### config.mk
export PLATFORM = sky130hd
export DESIGN_NAME = xbar_top
export DESIGN_NICKNAME = d
export VERILOG_FILES = /design/src/logic/xbar_map_pkg.sv /design/src/logic/xbar_bus_pkg.sv /design/src/logic/xbar_trans_counter.sv /design/src/logic/xbar_decerr_target.sv /design/src/logic/xbar_init_demux.sv /design/src/logic/xbar_tgt_arbiter.sv /design/src/logic/xbar_top.sv
export VERILOG_INCLUDE_DIRS = /design/src /design/src/logic
export SDC_FILE = /design/constraint.sdc
export NUM_CORES = 1
export LEC_CHECK = 0
export BUFFER_PORTS_ARGS = -buffer_cell sky130_fd_sc_hd__buf_4
export CORE_AREA = 5 5 131 133
export DETAILED_ROUTE_END_ITERATION = 6
export DIE_AREA = 0 0 136 138
export PLACE_DENSITY = 0.62
export SLEW_MARGIN = 10
export SYNTH_ARGS = -nofsm -noshare
export SYNTH_HDL_FRONTEND = slang
export SYNTH_SLANG_ARGS = --single-unit
### constraint.sdc
create_clock -name clk_i -period 6.42 [get_ports clk_i]
set_input_delay 0.321 -clock clk_i [delete_from_list [all_inputs] [get_ports clk_i]]
set_output_delay 0.321 -clock clk_i [all_outputs]
set_load 0.005 [all_outputs]
### src/logic/xbar_defines.svh
// ======================================
// Crossbar size and address map constants
// Target t owns the window starting at
// t * XBAR_TGT_SIZE; all above is unmapped
// ======================================
`ifndef XBAR_DEFINES_SVH
`define XBAR_DEFINES_SVH

// Port counts
`define XBAR_NUM_INIT 2
`define XBAR_NUM_TGT 2

// Bus widths
`define XBAR_ADDR_W 16
`define XBAR_DATA_W 32

// Outstanding requests per initiator
`define XBAR_MAX_TRANS 4

// Size of one target window
`define XBAR_TGT_SIZE 16'h1000

`endif

### src/logic/xbar_map_pkg.sv
// ======================================
// Index, ID and payload types
// Address map is fixed at elaboration
// Rule end address is exclusive
// ======================================
`default_nettype none

`include "xbar_defines.svh"

package xbar_map_pkg;

  // Initiator index, also the ID seen by targets
  typedef logic [$clog2(`XBAR_NUM_INIT)-1:0] init_idx_t;
  typedef init_idx_t id_t;

  // Demux select, one slot above the targets for decode error
  typedef logic [$clog2(`XBAR_NUM_TGT + 1)-1:0] tgt_sel_t;

  typedef logic [`XBAR_ADDR_W-1:0] addr_t;
  typedef logic [`XBAR_DATA_W-1:0] data_t;

  typedef struct packed {
    addr_t start_addr;
    addr_t end_addr;
  } tgt_rule_t;

  typedef tgt_rule_t [`XBAR_NUM_TGT-1:0] addr_map_t;

  // Contiguous windows of equal size, target 0 at address zero
  function automatic addr_map_t gen_addr_map();
    addr_map_t map;
    for (int t = 0; t < `XBAR_NUM_TGT; t++) begin
      map[t].start_addr = addr_t'(t * `XBAR_TGT_SIZE);
      map[t].end_addr   = addr_t'((t + 1) * `XBAR_TGT_SIZE);
    end
    return map;
  endfunction

  localparam addr_map_t ADDR_MAP = gen_addr_map();

endpackage

`default_nettype wire

### src/logic/xbar_bus_pkg.sv
// ======================================
// Bus opcodes, status and FSM states
// Encodings are one bit each
// ======================================
`default_nettype none

package xbar_bus_pkg;

  typedef enum logic {
    OP_READ  = 1'b0,
    OP_WRITE = 1'b1
  } xbar_op_e;

  typedef enum logic {
    RSP_OKAY   = 1'b0,
    RSP_DECERR = 1'b1
  } xbar_status_e;

  // Target arbiter states
  typedef enum logic {
    ARB_IDLE = 1'b0,
    ARB_HOLD = 1'b1
  } arb_state_e;

  // Decode error target states
  typedef enum logic {
    DE_IDLE = 1'b0,
    DE_RESP = 1'b1
  } decerr_state_e;

endpackage

`default_nettype wire

### src/logic/xbar_trans_counter.sv
// ======================================
// Outstanding transaction counter
// Saturation is prevented by the demux
// stall, never by this block itself
// ======================================
`timescale 1ns/10ps
`default_nettype none

`include "xbar_defines.svh"

module xbar_trans_counter (
  input  logic                   clk_i,
  input  logic                   arst_n_i,
  input  logic                   req_fire_i,
  input  logic                   rsp_fire_i,
  input  xbar_map_pkg::tgt_sel_t req_sel_i,
  output logic                   busy_o,
  output logic                   full_o,
  output xbar_map_pkg::tgt_sel_t locked_sel_o
);

  localparam int unsigned CNT_W = $clog2(`XBAR_MAX_TRANS + 1);

  logic [CNT_W-1:0] count_q;

  always_ff @(posedge clk_i or negedge arst_n_i) begin
    if (!arst_n_i) begin
      count_q      <= '0;
      locked_sel_o <= '0;
    end else begin
      // Simultaneous request and response leave the count as is
      if (req_fire_i && !rsp_fire_i) begin
        count_q <= count_q + 1'b1;
      end else if (rsp_fire_i && !req_fire_i) begin
        count_q <= count_q - 1'b1;
      end
      // Target of the newest request in flight
      if (req_fire_i) begin
        locked_sel_o <= req_sel_i;
      end
    end
  end

  assign busy_o = (count_q != '0);
  assign full_o = (count_q == CNT_W'(`XBAR_MAX_TRANS));

  // A response needs a request still in flight
  a_no_underflow: assert property (@(posedge clk_i) disable iff (!arst_n_i)
    rsp_fire_i |-> busy_o);

  // Stall logic must block requests at the limit
  a_no_overflow: assert property (@(posedge clk_i) disable iff (!arst_n_i)
    (req_fire_i && !rsp_fire_i) |-> (count_q < CNT_W'(`XBAR_MAX_TRANS)));

endmodule

`default_nettype wire

### src/logic/xbar_decerr_target.sv
// ======================================
// Decode error target
// One request at a time; status and zero
// data are added by the demux
// ======================================
`timescale 1ns/10ps
`default_nettype none

module xbar_decerr_target (
  input  logic clk_i,
  input  logic arst_n_i,
  input  logic req_valid_i,
  output logic req_ready_o,
  output logic rsp_valid_o,
  input  logic rsp_ready_i
);

  xbar_bus_pkg::decerr_state_e state_q;

  always_ff @(posedge clk_i or negedge arst_n_i) begin
    if (!arst_n_i) begin
      state_q <= xbar_bus_pkg::DE_IDLE;
    end else begin
      case (state_q)
        // Take the request in the cycle it shows up
        xbar_bus_pkg::DE_IDLE: begin
          if (req_valid_i) begin
            state_q <= xbar_bus_pkg::DE_RESP;
          end
        end
        // Offer the answer until the initiator takes it
        xbar_bus_pkg::DE_RESP: begin
          if (rsp_ready_i) begin
            state_q <= xbar_bus_pkg::DE_IDLE;
          end
        end
        default: state_q <= xbar_bus_pkg::DE_IDLE;
      endcase
    end
  end

  assign req_ready_o = (state_q == xbar_bus_pkg::DE_IDLE);
  assign rsp_valid_o = (state_q == xbar_bus_pkg::DE_RESP);

  // Response stays offered until the handshake
  a_rsp_held: assert property (@(posedge clk_i) disable iff (!arst_n_i)
    (rsp_valid_o && !rsp_ready_i) |=> rsp_valid_o);

endmodule

`default_nettype wire

### src/logic/xbar_init_demux.sv
// ======================================
// Per-initiator request demux
// Stalls on a full counter or a change of
// target while requests are in flight
// ======================================
`timescale 1ns/10ps
`default_nettype none

`include "xbar_defines.svh"

module xbar_init_demux (
  input  logic                                        clk_i,
  input  logic                                        arst_n_i,
  input  logic                                        req_valid_i,
  output logic                                        req_ready_o,
  input  xbar_map_pkg::addr_t                         req_addr_i,
  output logic                                        rsp_valid_o,
  input  logic                                        rsp_ready_i,
  output xbar_map_pkg::data_t                         rsp_rdata_o,
  output xbar_bus_pkg::xbar_status_e                  rsp_status_o,
  output logic [`XBAR_NUM_TGT-1:0]                    tgt_req_valid_o,
  input  logic [`XBAR_NUM_TGT-1:0]                    tgt_req_ready_i,
  input  logic [`XBAR_NUM_TGT-1:0]                    tgt_rsp_valid_i,
  output logic [`XBAR_NUM_TGT-1:0]                    tgt_rsp_ready_o,
  input  xbar_map_pkg::data_t [`XBAR_NUM_TGT-1:0]     tgt_rsp_rdata_i
);

  // Decode error slot sits just above the real targets
  localparam xbar_map_pkg::tgt_sel_t DE_SEL = xbar_map_pkg::tgt_sel_t'(`XBAR_NUM_TGT);

  xbar_map_pkg::tgt_sel_t dec_sel;
  xbar_map_pkg::tgt_sel_t locked_sel;
  logic                   busy;
  logic                   full;
  logic                   stall;
  logic                   de_req_valid;
  logic                   de_req_ready;
  logic                   de_rsp_valid;
  logic                   de_rsp_ready;

  // Address decode, falls back to the error slot
  always_comb begin
    dec_sel = DE_SEL;
    for (int t = 0; t < `XBAR_NUM_TGT; t++) begin
      if (req_addr_i >= xbar_map_pkg::ADDR_MAP[t].start_addr &&
          req_addr_i <  xbar_map_pkg::ADDR_MAP[t].end_addr) begin
        dec_sel = xbar_map_pkg::tgt_sel_t'(t);
      end
    end
  end

  // Keeps responses in issue order
  assign stall = full || (busy && (dec_sel != locked_sel));

  // Request steering
  always_comb begin
    tgt_req_valid_o = '0;
    de_req_valid    = 1'b0;
    req_ready_o     = 1'b0;
    if (dec_sel == DE_SEL) begin
      de_req_valid = req_valid_i && !stall;
      req_ready_o  = de_req_ready && !stall;
    end
    for (int t = 0; t < `XBAR_NUM_TGT; t++) begin
      if (dec_sel == xbar_map_pkg::tgt_sel_t'(t)) begin
        tgt_req_valid_o[t] = req_valid_i && !stall;
        req_ready_o        = tgt_req_ready_i[t] && !stall;
      end
    end
  end

  // Response selection from the locked target only
  always_comb begin
    rsp_valid_o     = 1'b0;
    rsp_rdata_o     = '0;
    rsp_status_o    = xbar_bus_pkg::RSP_OKAY;
    tgt_rsp_ready_o = '0;
    de_rsp_ready    = 1'b0;
    if (locked_sel == DE_SEL) begin
      rsp_valid_o  = de_rsp_valid;
      rsp_status_o = xbar_bus_pkg::RSP_DECERR;
      de_rsp_ready = rsp_ready_i;
    end
    for (int t = 0; t < `XBAR_NUM_TGT; t++) begin
      if (locked_sel == xbar_map_pkg::tgt_sel_t'(t)) begin
        rsp_valid_o        = tgt_rsp_valid_i[t];
        rsp_rdata_o        = tgt_rsp_rdata_i[t];
        tgt_rsp_ready_o[t] = rsp_ready_i;
      end
    end
  end

  xbar_trans_counter i_trans_counter (
    .clk_i        ( clk_i                      ),
    .arst_n_i     ( arst_n_i                   ),
    .req_fire_i   ( req_valid_i && req_ready_o ),
    .rsp_fire_i   ( rsp_valid_o && rsp_ready_i ),
    .req_sel_i    ( dec_sel                    ),
    .busy_o       ( busy                       ),
    .full_o       ( full                       ),
    .locked_sel_o ( locked_sel                 )
  );

  xbar_decerr_target i_decerr_target (
    .clk_i       ( clk_i        ),
    .arst_n_i    ( arst_n_i     ),
    .req_valid_i ( de_req_valid ),
    .req_ready_o ( de_req_ready ),
    .rsp_valid_o ( de_rsp_valid ),
    .rsp_ready_i ( de_rsp_ready )
  );

endmodule

`default_nettype wire

### src/logic/xbar_tgt_arbiter.sv
// ======================================
// Per-target round-robin arbiter
// One idle cycle between grants
// ID carries the initiator index back
// ======================================
`timescale 1ns/10ps
`default_nettype none

`include "xbar_defines.svh"

module xbar_tgt_arbiter (
  input  logic                                          clk_i,
  input  logic                                          arst_n_i,
  input  logic [`XBAR_NUM_INIT-1:0]                     req_valid_i,
  output logic [`XBAR_NUM_INIT-1:0]                     req_ready_o,
  input  xbar_map_pkg::addr_t [`XBAR_NUM_INIT-1:0]      req_addr_i,
  input  xbar_bus_pkg::xbar_op_e [`XBAR_NUM_INIT-1:0]   req_op_i,
  input  xbar_map_pkg::data_t [`XBAR_NUM_INIT-1:0]      req_wdata_i,
  output logic [`XBAR_NUM_INIT-1:0]                     rsp_valid_o,
  input  logic [`XBAR_NUM_INIT-1:0]                     rsp_ready_i,
  output logic                                          tgt_req_valid_o,
  input  logic                                          tgt_req_ready_i,
  output xbar_map_pkg::addr_t                           tgt_req_addr_o,
  output xbar_bus_pkg::xbar_op_e                        tgt_req_op_o,
  output xbar_map_pkg::data_t                           tgt_req_wdata_o,
  output xbar_map_pkg::id_t                             tgt_req_id_o,
  input  logic                                          tgt_rsp_valid_i,
  output logic                                          tgt_rsp_ready_o,
  input  xbar_map_pkg::id_t                             tgt_rsp_id_i
);

  xbar_bus_pkg::arb_state_e state_q;
  xbar_map_pkg::init_idx_t  grant_q;
  xbar_map_pkg::init_idx_t  next_grant;
  logic                     found;

  // Search starts one past the last grant
  always_comb begin
    xbar_map_pkg::init_idx_t idx;
    next_grant = grant_q;
    found      = 1'b0;
    for (int k = 1; k <= `XBAR_NUM_INIT; k++) begin
      idx = xbar_map_pkg::init_idx_t'((int'(grant_q) + k) % `XBAR_NUM_INIT);
      if (!found && req_valid_i[idx]) begin
        next_grant = idx;
        found      = 1'b1;
      end
    end
  end

  always_ff @(posedge clk_i or negedge arst_n_i) begin
    if (!arst_n_i) begin
      state_q <= xbar_bus_pkg::ARB_IDLE;
      grant_q <= '0;
    end else begin
      case (state_q)
        xbar_bus_pkg::ARB_IDLE: begin
          if (found) begin
            grant_q <= next_grant;
            state_q <= xbar_bus_pkg::ARB_HOLD;
          end
        end
        // Grant held until the target takes the request
        xbar_bus_pkg::ARB_HOLD: begin
          if (tgt_req_ready_i) begin
            state_q <= xbar_bus_pkg::ARB_IDLE;
          end
        end
        default: state_q <= xbar_bus_pkg::ARB_IDLE;
      endcase
    end
  end

  // Request side follows the held grant
  assign tgt_req_valid_o = (state_q == xbar_bus_pkg::ARB_HOLD);
  assign tgt_req_addr_o  = req_addr_i[grant_q];
  assign tgt_req_op_o    = req_op_i[grant_q];
  assign tgt_req_wdata_o = req_wdata_i[grant_q];
  assign tgt_req_id_o    = grant_q;

  always_comb begin
    req_ready_o = '0;
    rsp_valid_o = '0;
    req_ready_o[grant_q]      = tgt_req_valid_o && tgt_req_ready_i;
    // Response routed back by its ID
    rsp_valid_o[tgt_rsp_id_i] = tgt_rsp_valid_i;
  end

  assign tgt_rsp_ready_o = tgt_rsp_valid_i && rsp_ready_i[tgt_rsp_id_i];

  // Request and payload stay put while the target stalls
  a_req_stable: assert property (@(posedge clk_i) disable iff (!arst_n_i)
    (tgt_req_valid_o && !tgt_req_ready_i) |=>
      (tgt_req_valid_o && $stable(tgt_req_addr_o) && $stable(tgt_req_op_o) &&
       $stable(tgt_req_wdata_o) && $stable(tgt_req_id_o)));

endmodule

`default_nettype wire

### src/logic/xbar_top.sv
// ======================================
// Address-routed crossbar top level
// Opcode and write data go straight to
// the arbiters, read data to the demuxes
// ======================================
`timescale 1ns/10ps
`default_nettype none

`include "xbar_defines.svh"

module xbar_top (
  input  logic                                              clk_i,
  input  logic                                              arst_n_i,
  input  logic [`XBAR_NUM_INIT-1:0]                         init_req_valid_i,
  output logic [`XBAR_NUM_INIT-1:0]                         init_req_ready_o,
  input  xbar_map_pkg::addr_t [`XBAR_NUM_INIT-1:0]          init_req_addr_i,
  input  xbar_bus_pkg::xbar_op_e [`XBAR_NUM_INIT-1:0]       init_req_op_i,
  input  xbar_map_pkg::data_t [`XBAR_NUM_INIT-1:0]          init_req_wdata_i,
  output logic [`XBAR_NUM_INIT-1:0]                         init_rsp_valid_o,
  input  logic [`XBAR_NUM_INIT-1:0]                         init_rsp_ready_i,
  output xbar_map_pkg::data_t [`XBAR_NUM_INIT-1:0]          init_rsp_rdata_o,
  output xbar_bus_pkg::xbar_status_e [`XBAR_NUM_INIT-1:0]   init_rsp_status_o,
  output logic [`XBAR_NUM_TGT-1:0]                          tgt_req_valid_o,
  input  logic [`XBAR_NUM_TGT-1:0]                          tgt_req_ready_i,
  output xbar_map_pkg::addr_t [`XBAR_NUM_TGT-1:0]           tgt_req_addr_o,
  output xbar_bus_pkg::xbar_op_e [`XBAR_NUM_TGT-1:0]        tgt_req_op_o,
  output xbar_map_pkg::data_t [`XBAR_NUM_TGT-1:0]           tgt_req_wdata_o,
  output xbar_map_pkg::id_t [`XBAR_NUM_TGT-1:0]             tgt_req_id_o,
  input  logic [`XBAR_NUM_TGT-1:0]                          tgt_rsp_valid_i,
  output logic [`XBAR_NUM_TGT-1:0]                          tgt_rsp_ready_o,
  input  xbar_map_pkg::id_t [`XBAR_NUM_TGT-1:0]             tgt_rsp_id_i,
  input  xbar_map_pkg::data_t [`XBAR_NUM_TGT-1:0]           tgt_rsp_rdata_i
);

  // Demux side, indexed initiator then target
  logic [`XBAR_NUM_INIT-1:0][`XBAR_NUM_TGT-1:0] dmx_req_valid;
  logic [`XBAR_NUM_INIT-1:0][`XBAR_NUM_TGT-1:0] dmx_req_ready;
  logic [`XBAR_NUM_INIT-1:0][`XBAR_NUM_TGT-1:0] dmx_rsp_valid;
  logic [`XBAR_NUM_INIT-1:0][`XBAR_NUM_TGT-1:0] dmx_rsp_ready;

  // Arbiter side, indexed target then initiator
  logic [`XBAR_NUM_TGT-1:0][`XBAR_NUM_INIT-1:0] arb_req_valid;
  logic [`XBAR_NUM_TGT-1:0][`XBAR_NUM_INIT-1:0] arb_req_ready;
  logic [`XBAR_NUM_TGT-1:0][`XBAR_NUM_INIT-1:0] arb_rsp_valid;
  logic [`XBAR_NUM_TGT-1:0][`XBAR_NUM_INIT-1:0] arb_rsp_ready;

  for (genvar i = 0; i < `XBAR_NUM_INIT; i++) begin : gen_init
    for (genvar t = 0; t < `XBAR_NUM_TGT; t++) begin : gen_cross
      assign arb_req_valid[t][i] = dmx_req_valid[i][t];
      assign dmx_req_ready[i][t] = arb_req_ready[t][i];
      assign dmx_rsp_valid[i][t] = arb_rsp_valid[t][i];
      assign arb_rsp_ready[t][i] = dmx_rsp_ready[i][t];
    end

    xbar_init_demux i_init_demux (
      .clk_i           ( clk_i                ),
      .arst_n_i        ( arst_n_i             ),
      .req_valid_i     ( init_req_valid_i[i]  ),
      .req_ready_o     ( init_req_ready_o[i]  ),
      .req_addr_i      ( init_req_addr_i[i]   ),
      .rsp_valid_o     ( init_rsp_valid_o[i]  ),
      .rsp_ready_i     ( init_rsp_ready_i[i]  ),
      .rsp_rdata_o     ( init_rsp_rdata_o[i]  ),
      .rsp_status_o    ( init_rsp_status_o[i] ),
      .tgt_req_valid_o ( dmx_req_valid[i]     ),
      .tgt_req_ready_i ( dmx_req_ready[i]     ),
      .tgt_rsp_valid_i ( dmx_rsp_valid[i]     ),
      .tgt_rsp_ready_o ( dmx_rsp_ready[i]     ),
      .tgt_rsp_rdata_i ( tgt_rsp_rdata_i      )
    );
  end

  for (genvar t = 0; t < `XBAR_NUM_TGT; t++) begin : gen_tgt
    xbar_tgt_arbiter i_tgt_arbiter (
      .clk_i           ( clk_i              ),
      .arst_n_i        ( arst_n_i           ),
      .req_valid_i     ( arb_req_valid[t]   ),
      .req_ready_o     ( arb_req_ready[t]   ),
      .req_addr_i      ( init_req_addr_i    ),
      .req_op_i        ( init_req_op_i      ),
      .req_wdata_i     ( init_req_wdata_i   ),
      .rsp_valid_o     ( arb_rsp_valid[t]   ),
      .rsp_ready_i     ( arb_rsp_ready[t]   ),
      .tgt_req_valid_o ( tgt_req_valid_o[t] ),
      .tgt_req_ready_i ( tgt_req_ready_i[t] ),
      .tgt_req_addr_o  ( tgt_req_addr_o[t]  ),
      .tgt_req_op_o    ( tgt_req_op_o[t]    ),
      .tgt_req_wdata_o ( tgt_req_wdata_o[t] ),
      .tgt_req_id_o    ( tgt_req_id_o[t]    ),
      .tgt_rsp_valid_i ( tgt_rsp_valid_i[t] ),
      .tgt_rsp_ready_o ( tgt_rsp_ready_o[t] ),
      .tgt_rsp_id_i    ( tgt_rsp_id_i[t]    )
    );
  end

endmodule

`default_nettype wire

==> flow_summary.ini <==
[floorplan]
initial_core_util_pct = 21.3
core_sq_um = 15700
row_count = 46
dieArea_sq_um = 18800
die_width_microns = 136
die_h_microns = 138
io_pins = 348

[setup_path]
start_kind = flop
r2r_slack_ns = 3.49
worstSetupPathType = flop to flop
crit_fanout = 39
crit_required_ns = 6.59
arrival_ns = 3.10
worst_setup_path_end_kind = flop

[timing]
rsz0062_at_grt = no
min_period_ns = 2.93
setup_tns_ns = 0
finalSetupViolCount = 0
tightest_slew_ns = 1.11
hold_viol_final = 0
slew_headroom_pct = 25.8
finalClockSkew_ns = 0.00563
drv_slew = 0
period_share_pct = 45.7
max_freq_ghz = 0.341

[detailed_routing]
via_per_inst = 4.43
route.detailed.drc = 0
drtIter0Drc = 158
vias = 4046
wl_per_cell_microns = 18.1
drt_wl_total_microns = 16500
drtAntennaViolNets = 0
dr.pass1.iters = 4

[synth]
ys_top_cells_by_area = mux2_2, mux2i_1, dfrtp_1
yosysSeqAreaShare_pct = 12.0
synth_edf_count = 0
avgSynthCellArea_sq_um = 8.71
synth_top_flop_cell = dfrtp_1
syn_nets = 562
synthArstFlopShare_pct = 100
ys_ff_latch = 16
synthesis.area_sq_um = 3340
yosysTopAreaCell = mux2_2
synthDistinctLibCells = 50
ys_warn_count = 0
synth_top_area_share_pct = 34.0
syn-instance-count = 384

[power]
power.density_nw_per_um2 = 351
leakage_nw = 2.85
irDropWorstVdd_uv = 154

[job]
max-cap-violations = 0

[grt]
top_usage_layer = met2
grt_max_degree = 55
grt_use_total_pct = 16.0
grt_use_met1_pct = 21.8
grt_pass1_vias = 4093
gr-total-overflow = 0
grt_first_pass_wirelength_microns = 24200
met3_usage_pct = 2.83
use_met2_pct = 27.2
antenna_found_initial = 0

[clocking]
clock_latency_ns = 0.25
clock-root-buffer = clkbuf_16
cts_tree = done
hold_buffers = 1
numCtsBuffers = 3
cts_resized = 0
cts.sinks = 16
cts.path.max_buffers = 2
clk_pin_slew_ns = 0.06
h-tree-depth = 1
cts_setup_buffers = 0

[final_layout]
syn2layout_area_growth_pct = 83.0
fillCellCount = 1647
final_area_sq_um = 6120
antenna_cells = 0
nets = 876
final-seq-area_sq_um = 405
multi_input_area_sq_um = 2690
drive_above_1_share_pct = 67.6

[placed_design]
dpl_cell_area_sq_um = 6020
port_buffers = 347
hpwl_microns = 13900
finalWeightedCongestion = 0.856

[min_path]
min_path_type = primary input to flop

[run_status]
run_status = completed
## layer usage
layer,wire length (microns),up-vias
met3,953,12
met5,0,-
li1,-,2007
met1,7340,1891
met2,8070,136
met4,176,0
## Yosys cell counts, drive strengths merged (2+ instances only)
cell type,number
o31a,2
o31ai,5
nor2,69
xor2,5
mux2i,66
nand4b,2
dfrtp,16
inv,6
clkbuf,14
a31o,2
a31oi,3
a21oi,3
nor4b,3
or2,2
nand2,11
nand4,4
or3,3
mux2,101
xnor2,3
buf,29
ha,2
fa,2
nor3,5
nor2b,3
## path summary, 6_finish.rpt
kind / start / to / cells after the start
max in group asynchronous: arst_n_i / async pin / 2
worst max-delay path: flop / flop / 9
worst min-delay path: tgt_req_ready_i[1] / gen_tgt[1].i_tgt_arbiter.tgt_req_valid_o / 2
min in group asynchronous: arst_n_i / gen_tgt[0].i_tgt_arbiter.tgt_req_valid_o / 2
worst max register to register: flop / flop / 9
worst min register to register: flop / flop / 1
## worst max-delay path: stages, from the launching register on
cell,delay [ns]
dfrtp_2,1.08
xnor2_1,0.23
nand4_1,0.15
a21oi_1,0.30
ha_1,0.24
inv_1,0.06
fa_1,0.38
xor2_1,0.15
nor2_1,0.11
xor2_1,0.14
## area by class of cell
type | count | share of cell area [%]
clock buffers | 4 | 1.45
inverters | 6 | 0.368
multi-input cells | 319 | 43.9
flip-flops and latches | 16 | 6.62
well taps | 216 | 4.42
repair buffers | 352 | 43.2
## sequential cells by signal (all words and copies together), names as in the netlist
signal	cells
gen_init.i_init_demux.i_trans_counter.locked_sel_o	4
gen_tgt.i_tgt_arbiter.tgt_req_valid_o	2
gen_tgt.i_tgt_arbiter.tgt_req_id_o	2
gen_init.i_init_demux.i_trans_counter.count_q	6
gen_init.i_init_demux.i_decerr_target.rsp_valid_o	2
## through the flow
stage	utilization [%]	setup slack, ns	std cells	power (W)	hold slack, ns
after detailed placement	38.3	3.45	908	0.00203	0.201
after global placement	38.3	3.49	908	0.00203	0.199
after global routing	39.0	3.25	913	0.00231	0.309
after CTS	39.0	3.46	913	0.00217	0.299
after floorplan	-	4.15	384	0.00122	0.0254
final	39.0	3.49	913	0.00215	0.295
## where the power goes
group,total (W),internal [W],switching [W]
clock network,0.000137,0.0000947,0.0000425
registers,0.000307,0.000152,0.000154
logic,0.00171,0.000994,0.000713
## layout by cell type, fill, tap and decap left out, drive strengths merged, types with 2 or more instances in the layout
cell type,count
nor2b,3
a31o,2
nor3,5
a21oi,3
buf,351
inv,6
ha,2
nand4b,2
o31a,2
dfrtp,16
nand2,11
nand4,4
fa,2
a31oi,3
mux2i,66
clkbuf,4
xnor2,3
or3,3
mux2,101
or2,2
nor4b,3
nor2,69
xor2,5
o31ai,5
## cell families after synthesis
kind of cell    synth area share [%]
mux                             53.8
simple gates                    15.8
buf+inv                         7.63
compound gates                  6.81
flops                           12.0
xor+xnor                        2.10
fa+ha+maj                       1.95
Power figures use the tool's default switching activity.
